<file path="config.mk">
export PLATFORM = sky130hd
export DESIGN_NAME = arb_switch_top
export DESIGN_NICKNAME = d
export VERILOG_FILES = /design/src/logic/arb_pkg.sv /design/src/logic/arb_switch_top.sv /design/src/logic/grant_mux.sv /design/src/logic/arb_tree.sv /design/src/logic/arb_node_2req.sv
export VERILOG_INCLUDE_DIRS = /design/src /design/src/include
export SDC_FILE = /design/constraint.sdc
export NUM_CORES = 1
export LEC_CHECK = 0
export ABC_AREA = 1
export BUFFER_PORTS_ARGS = -buffer_cell sky130_fd_sc_hd__buf_2
export CAP_MARGIN = 5
export CORE_ASPECT_RATIO = 0.6
export CORE_MARGIN = 2
export CORE_UTILIZATION = 43
export DETAILED_ROUTE_END_ITERATION = 10
export HOLD_SLACK_MARGIN = 0.06
export PLACE_DENSITY = 0.8
export SYNTH_ARGS = -nofsm -noshare
export SYNTH_HDL_FRONTEND = slang
export SYNTH_SLANG_ARGS = --single-unit
</file>
<file path="constraint.sdc">
create_clock -name clk -period 1.81 [get_ports clk]
set_input_delay 0.181 -clock clk [delete_from_list [all_inputs] [get_ports clk]]
set_output_delay 0.181 -clock clk [all_outputs]
set_load 0.02 [all_outputs]
</file>
<file path="src/include/arb_macros.svh">
`ifndef ARB_MACROS_SVH
`define ARB_MACROS_SVH

// requester count, any power of two from 2 up
`define ARB_NUM_PORTS 4

// payload width per requester
`define ARB_DATA_W 16

// bits needed to name one requester
`define ARB_ID_W $clog2(`ARB_NUM_PORTS)

`endif
</file>
<file path="src/logic/arb_pkg.sv">
`include "arb_macros.svh"

package arb_pkg;

    // one bit per requester, bit i is port i
    typedef logic [`ARB_NUM_PORTS-1:0] port_mask_t;

    typedef logic [`ARB_ID_W-1:0] port_id_t; // requester number

    typedef logic [`ARB_DATA_W-1:0] data_t; // payload of one request

endpackage

</file>
<file path="src/logic/arb_switch_top.sv">
`timescale 1ns/10ps

`include "arb_macros.svh"

// four-to-one request switch
// arbiter tree picks a winner, grant_mux holds it for the consumer
module arb_switch_top (
    input  logic                                clk,
    input  logic                                rst_n,
    input  logic                                i_en,    // pauses new grants
    input  arb_pkg::port_mask_t                 i_req,   // requester wants out
    input  arb_pkg::data_t [`ARB_NUM_PORTS-1:0] i_data,  // payload per requester
    output arb_pkg::port_mask_t                 o_ack,   // request taken
    output logic                                o_valid,
    output arb_pkg::data_t                      o_data,
    output arb_pkg::port_id_t                   o_src,   // source port of o_data
    input  logic                                i_ready
);

    import arb_pkg::*;

    port_mask_t tree_grant; // one-hot winner
    port_id_t   tree_id;    // same winner, encoded
    logic       tree_any;   // winner exists and enabled
    logic       update;     // accept strobe back into the nodes

    arb_tree u_tree (
        .clk      (clk),
        .rst_n    (rst_n),
        .i_en     (i_en),
        .i_req    (i_req),
        .i_update (update),
        .o_grant  (tree_grant),
        .o_id     (tree_id),
        .o_any    (tree_any)
    );

    grant_mux u_mux (
        .clk      (clk),
        .rst_n    (rst_n),
        .i_any    (tree_any),
        .i_grant  (tree_grant),
        .i_id     (tree_id),
        .i_data   (i_data),
        .i_ready  (i_ready),
        .o_update (update),
        .o_ack    (o_ack),
        .o_valid  (o_valid),
        .o_data   (o_data),
        .o_src    (o_src)
    );

endmodule

</file>
<file path="src/logic/grant_mux.sv">
`timescale 1ns/10ps

`include "arb_macros.svh"

// output stage of the switch
// picks the winner's payload and parks it in a single holding register
// valid/ready toward the consumer, one-hot ack back to the requesters
module grant_mux (
    input  logic                                clk,
    input  logic                                rst_n,
    input  logic                                i_any,   // tree has a winner
    input  arb_pkg::port_mask_t                 i_grant, // winner, one-hot
    input  arb_pkg::port_id_t                   i_id,    // winner, encoded
    input  arb_pkg::data_t [`ARB_NUM_PORTS-1:0] i_data,  // payload per port
    input  logic                                i_ready, // consumer takes o_data
    output logic                                o_update, // tell nodes to record
    output arb_pkg::port_mask_t                 o_ack,   // request taken
    output logic                                o_valid, // holding reg full
    output arb_pkg::data_t                      o_data,
    output arb_pkg::port_id_t                   o_src    // port o_data came from
);

    import arb_pkg::*;

    logic  accept;   // winner moves into the holding register this cycle
    logic  room;     // register empty now or emptied at this edge
    data_t sel_data; // winner's payload

    // free slot, or the current item leaves at this very edge
    assign room = ~o_valid | i_ready;

    // no i_en here, the tree drops i_any while disabled
    assign accept = i_any & room;

    // nodes on the winning path only move on a real accept
    assign o_update = accept;

    // ack goes back in the same cycle as the request
    assign o_ack = accept ? i_grant : '0;

    // payload select by winner number
    assign sel_data = i_data[i_id];

    // holding register occupancy
    always_ff @(posedge clk or negedge rst_n)
    begin
        if (!rst_n)
        begin
            o_valid <= 1'b0;
        end
        else if (accept)
        begin
            o_valid <= 1'b1; // refill, even if draining at the same edge
        end
        else if (i_ready)
        begin
            o_valid <= 1'b0; // drained, nothing new
        end
    end

    // payload and source, only loaded on accept
    // held otherwise, so stable under back-pressure
    always_ff @(posedge clk)
    begin
        if (accept)
        begin
            o_data <= sel_data;
            o_src  <= i_id;
        end
    end

endmodule

</file>
<file path="src/logic/arb_tree.sv">
`timescale 1ns/10ps

`include "arb_macros.svh"

// binary tree of two-request nodes
// heap numbering, node k has children 2k+1 (a side) and 2k+2 (b side)
// slots N-1 .. 2N-2 are the raw request bits, so leaves index like nodes
module arb_tree (
    input  logic                clk,
    input  logic                rst_n,
    input  logic                i_en,     // no grant while low
    input  arb_pkg::port_mask_t i_req,    // one bit per requester
    input  logic                i_update, // accept strobe from output stage
    output arb_pkg::port_mask_t o_grant,  // one-hot, or zero when idle
    output arb_pkg::port_id_t   o_id,     // number of the winner
    output logic                o_any     // some grant this cycle
);

    import arb_pkg::*;

    localparam int N     = `ARB_NUM_PORTS;
    localparam int ID_W  = `ARB_ID_W;
    localparam int NODES = N - 1; // full binary tree

    wire [2*N-2:0] vld;      // node valids followed by raw requests
    wire [NODES-1:0] gnt_b;  // per node choice
    wire [NODES-1:0] on_path; // node lies on the route to the winner
    wire [NODES-1:0] node_upd;

    port_id_t path_id; // root decision in the msb

    // raw requests sit below the last level of nodes
    for (genvar p = 0; p < N; p++)
    begin : g_req_in
        assign vld[NODES+p] = i_req[p];
    end

    // root is always on the path
    assign on_path[0] = 1'b1;

    for (genvar k = 0; k < NODES; k++)
    begin : g_node
        // only the node on the winning route records the service
        assign node_upd[k] = i_update & on_path[k];

        arb_node_2req u_node (
            .clk       (clk),
            .rst_n     (rst_n),
            .i_en      (i_en),
            .i_req_a   (vld[2*k+1]),
            .i_req_b   (vld[2*k+2]),
            .i_update  (node_upd[k]),
            .o_grant_b (gnt_b[k]),
            .o_valid   (vld[k])
        );

        // follow the parent's choice downwards
        if (k > 0)
        begin : g_path
            localparam int PARENT = (k - 1) / 2;
            if (k % 2 == 1)
            begin : g_side_a
                assign on_path[k] = on_path[PARENT] & ~gnt_b[PARENT];
            end
            else
            begin : g_side_b
                assign on_path[k] = on_path[PARENT] & gnt_b[PARENT];
            end
        end
    end

    // one id bit per level
    // the single on-path node of that level gives its grant_b
    for (genvar lvl = 0; lvl < ID_W; lvl++)
    begin : g_lvl
        localparam int FIRST = (1 << lvl) - 1; // leftmost node of level
        localparam int CNT   = 1 << lvl;
        wire [CNT-1:0] hit;
        for (genvar n = 0; n < CNT; n++)
        begin : g_hit
            assign hit[n] = on_path[FIRST+n] & gnt_b[FIRST+n];
        end
        assign path_id[ID_W-1-lvl] = |hit;
    end

    // root valid covers every request, enable kills it here
    assign o_any = i_en & vld[0];
    assign o_id  = path_id;

    // id back to a one-hot mask
    always_comb
    begin
        o_grant = '0;
        if (o_any)
        begin
            o_grant[path_id] = 1'b1;
        end
    end

endmodule

</file>
<file path="src/logic/arb_node_2req.sv">
`timescale 1ns/10ps

// one decision point of the tree
// a is always the lower-numbered side
module arb_node_2req (
    input  logic clk,
    input  logic rst_n,
    input  logic i_en,      // low freezes the last-served bit
    input  logic i_req_a,   // request from lower side
    input  logic i_req_b,   // request from upper side
    input  logic i_update,  // winner behind this node got accepted
    output logic o_grant_b, // 0 picks a, 1 picks b
    output logic o_valid    // something below wants service
);

    logic last_b; // side served last, 1 means b

    // either side requesting makes this node a candidate upstream
    assign o_valid = i_req_a | i_req_b;

    // b alone wins
    // a and b together, b wins only if a went last
    // a alone or nobody gives 0
    assign o_grant_b = i_req_b & (~i_req_a | ~last_b);

    // last-served bit
    // only moves when the grant is really taken
    // so a stalled output leaves the preference alone
    always_ff @(posedge clk or negedge rst_n)
    begin
        if (!rst_n)
        begin
            last_b <= 1'b1; // b counts as served, a takes the first contest
        end
        else if (i_en && i_update && o_valid)
        begin
            last_b <= o_grant_b; // remember who got through
        end
    end

endmodule

</file>
==> impl_metrics.ini <==
[run_status]
outcome = completed

[die]
die_w_um = 82.11
core_area_um2 = 3383
rows = 16
initial_utilization = 0.4652
ioPinCount = 95
die_h_um = 50.87
dieArea_um2 = 4176

[worst_setup_path]
start_kind = flip-flop
crit_chain = o21ai_4, nand2_4, inv_4, nor2_2, inv_1, nor2_1, buf_4
slowest_stage = dfstp_2
critPathCaptureType = output pin
path_class = reg2out
worstPathRequired_ns = 1.63
cp_data_arrival_time_ns = 1.55
slowest_delay_ns = 0.56
crit_fanout = 19

[global_route]
grt_pass1_vias = 1576
grt_util_met2 = 0.3374
grt_pass1_wl_um = 6720
antenna_found_initial = 0
met3_usage = 0.05124
grt_util_all_layers = 0.2124
grt_max_degree = 22
busiest_layer = met2
grt-ovfl-total = 0
grtUsageMet1 = 0.2970

[synthesis]
post_synth.cell_area_avg_um2 = 7.155
synth-seq-area-share = 0.4094
yosysTopAreaCellShare = 0.3434
ys_top_cells_by_area = edfxtp_1, nand2_1, nand3_1
syn_nets = 292
synthDistinctLibCells = 20
synthCells = 220
synth_warnings = 0
synth-seq-cells = 22
yosys.area.top_type = edfxtp_1
syn-cell-area_um2 = 1574

[power]
power.internal_uw = 1133
clkPwrFrac = 0.169
netSwitchingPower_uw = 687.9
p_per_area_nw_per_um2 = 845.8
power_frac_comb = 0.438
ir_drop_mv = 0.4425
power.total_uw = 1821
p_leak_uw = 0.001286
swShare = 0.3777
pwr-share-seq = 0.393

[clock_tree]
clk_latency_ns = 0.26
clkTransAtPathRegs_ns = 0.07
clock_path_buffers = 2
htree_num_levels = 1
cts_tree = yes
ctsRootBufferMaster = clkbuf_8
cts_sinks = 22
cts_made_buffers = 3

[placed_design]
dp_hpwl_um = 3315
gp_congestion = 0.8225
dpl_cell_area_um2 = 2078
portBuffers = 94

[routing]
viasPerCell = 4.727
drt_first_pass_iters = 5
vias = 1716
initialDrtViolationCount = 93
drcViolationCount = 0
wl_um = 4283
wl_per_cell_um = 11.80
ant_nets = 0

[sta]
setup_violations = 0
finClkSkew_ns = 0.009370
timing.slew.headroom = 0.7554
final.setup.tns_ns = 0
rsz0062_at_grt = no
report.final.slew_viol_count = 0
period_share = 0.9559
max_clock_freq_mhz = 578.0
finalHoldViolCount = 0
tightest_slew_ns = 0.3665
fin_crit_ns = 1.730
holdWs_ns = 0.1733

[layout]
fillCellCount = 338
diodes = 0
drive_gt1_frac = 0.4025
area_growth_pct = 36.80
regArea_um2 = 644.4
nets = 391
design_area_um2 = 2153
final_util = 0.6365
multi_input_area_um2 = 663.1

[min_path]
min_path_type = in2reg

[flow_run]
drv_cap = 0
[cells in the final DEF, fill, tap and decap left out, types with 4 or more instances in the layout]
master    synthesis  layout
buf_4             3       9
buf_2             3      93
nand2_4           3       4
nand2_2           7       6
nand2_1          65      65
nand3_1          46      46
nor2_1            6       4
edfxtp_1         18      18
inv_1            52      52
o21ai_2           4       4
[kinds of logic after synthesis]
family / share of synthesized area
and+or+nand+nor: 0.3688
buffers and inverters: 0.1757
AOI/OAI and AO/OA: 0.04611
DFF: 0.4094
[power by group through the flow]
stage	Combinational [uW]	Clock [uW]	Sequential, uW
floorplan	477	0	804
global placement	759	0	724
detailed placement	781	0	724
CTS	795	315	716
global route	894	339	725
finish	798	307	716
[cells in the mapped netlist (all sizes together)]
library cell  number
o21a               1
o21ai              5
dfrtp              1
edfxtp            18
nand3             46
inv               53
nor2               7
buf                9
a21oi              2
dfstp              3
nand2             75
[worst max-delay path, delay by kind of cell, from the launching register on]
family          cells  cell delay, ns
compound gates      1            0.08
buf+inv             3            0.32
flops               1            0.56
simple gates        3            0.32
[registers in the layout (all words and copies together), names as in the netlist]
| register | cells |
|---|---|
| u_mux.o_data | 16 |
| u_tree.g_node.u_node.last_b | 3 |
| u_mux.o_valid | 1 |
| u_mux.o_src | 2 |
[stage by stage]
step,setup slack [ns],instances
final,0.07986,363
after global routing,0.003408,363
after CTS,0.04938,363
after detailed placement,0.1924,357
after global placement,0.2560,357
after floorplan,0.3140,220
[layer usage]
layer  wire length (um)  part of all wire  vias up
met4                  0                 0        0
met3                479              0.11        0
met5                  0                 0        -
met1               1983              0.46      753
met2               1821              0.43       96
li1                   -                 -      867
[final timing paths]
path	from	end	slack, ns	cells past startpoint
max in group asynchronous	rst_n	u_tree.g_node[0].u_node.last_b	1.35	2
hold / removal	i_ready	u_mux.o_valid	0.17	4
setup reg to reg	u_tree.g_node[0].u_node.last_b	u_mux.o_data[8]	0.11	8
setup / recovery	u_tree.g_node[0].u_node.last_b	o_ack[0]	0.08	7
min in group asynchronous	rst_n	u_mux.o_valid	0.26	2
hold reg to reg	u_tree.g_node[1].u_node.last_b	u_tree.g_node[1].u_node.last_b	0.47	2
[what timing repair did]
item                                   in CTS  in global routing
endpoints found under the hold margin       4                  0
resized for setup                           1                  3
setup endpoints to repair                   3                  3
hold buffers                                1                  0
pin swaps                                   1                  0
setup buffers                               1                  0
[final cells by class]
| type | count | share of cell area |
|---|---|---|
| multi-input cells | 136 | 0.3080 |
| flip-flops and latches | 22 | 0.2992 |
| repair buffers | 103 | 0.2522 |
| inverters | 53 | 0.09355 |
| well taps | 45 | 0.02615 |
| clock buffers | 4 | 0.02092 |
No activity file was read; power rests on OpenSTA's default activity.
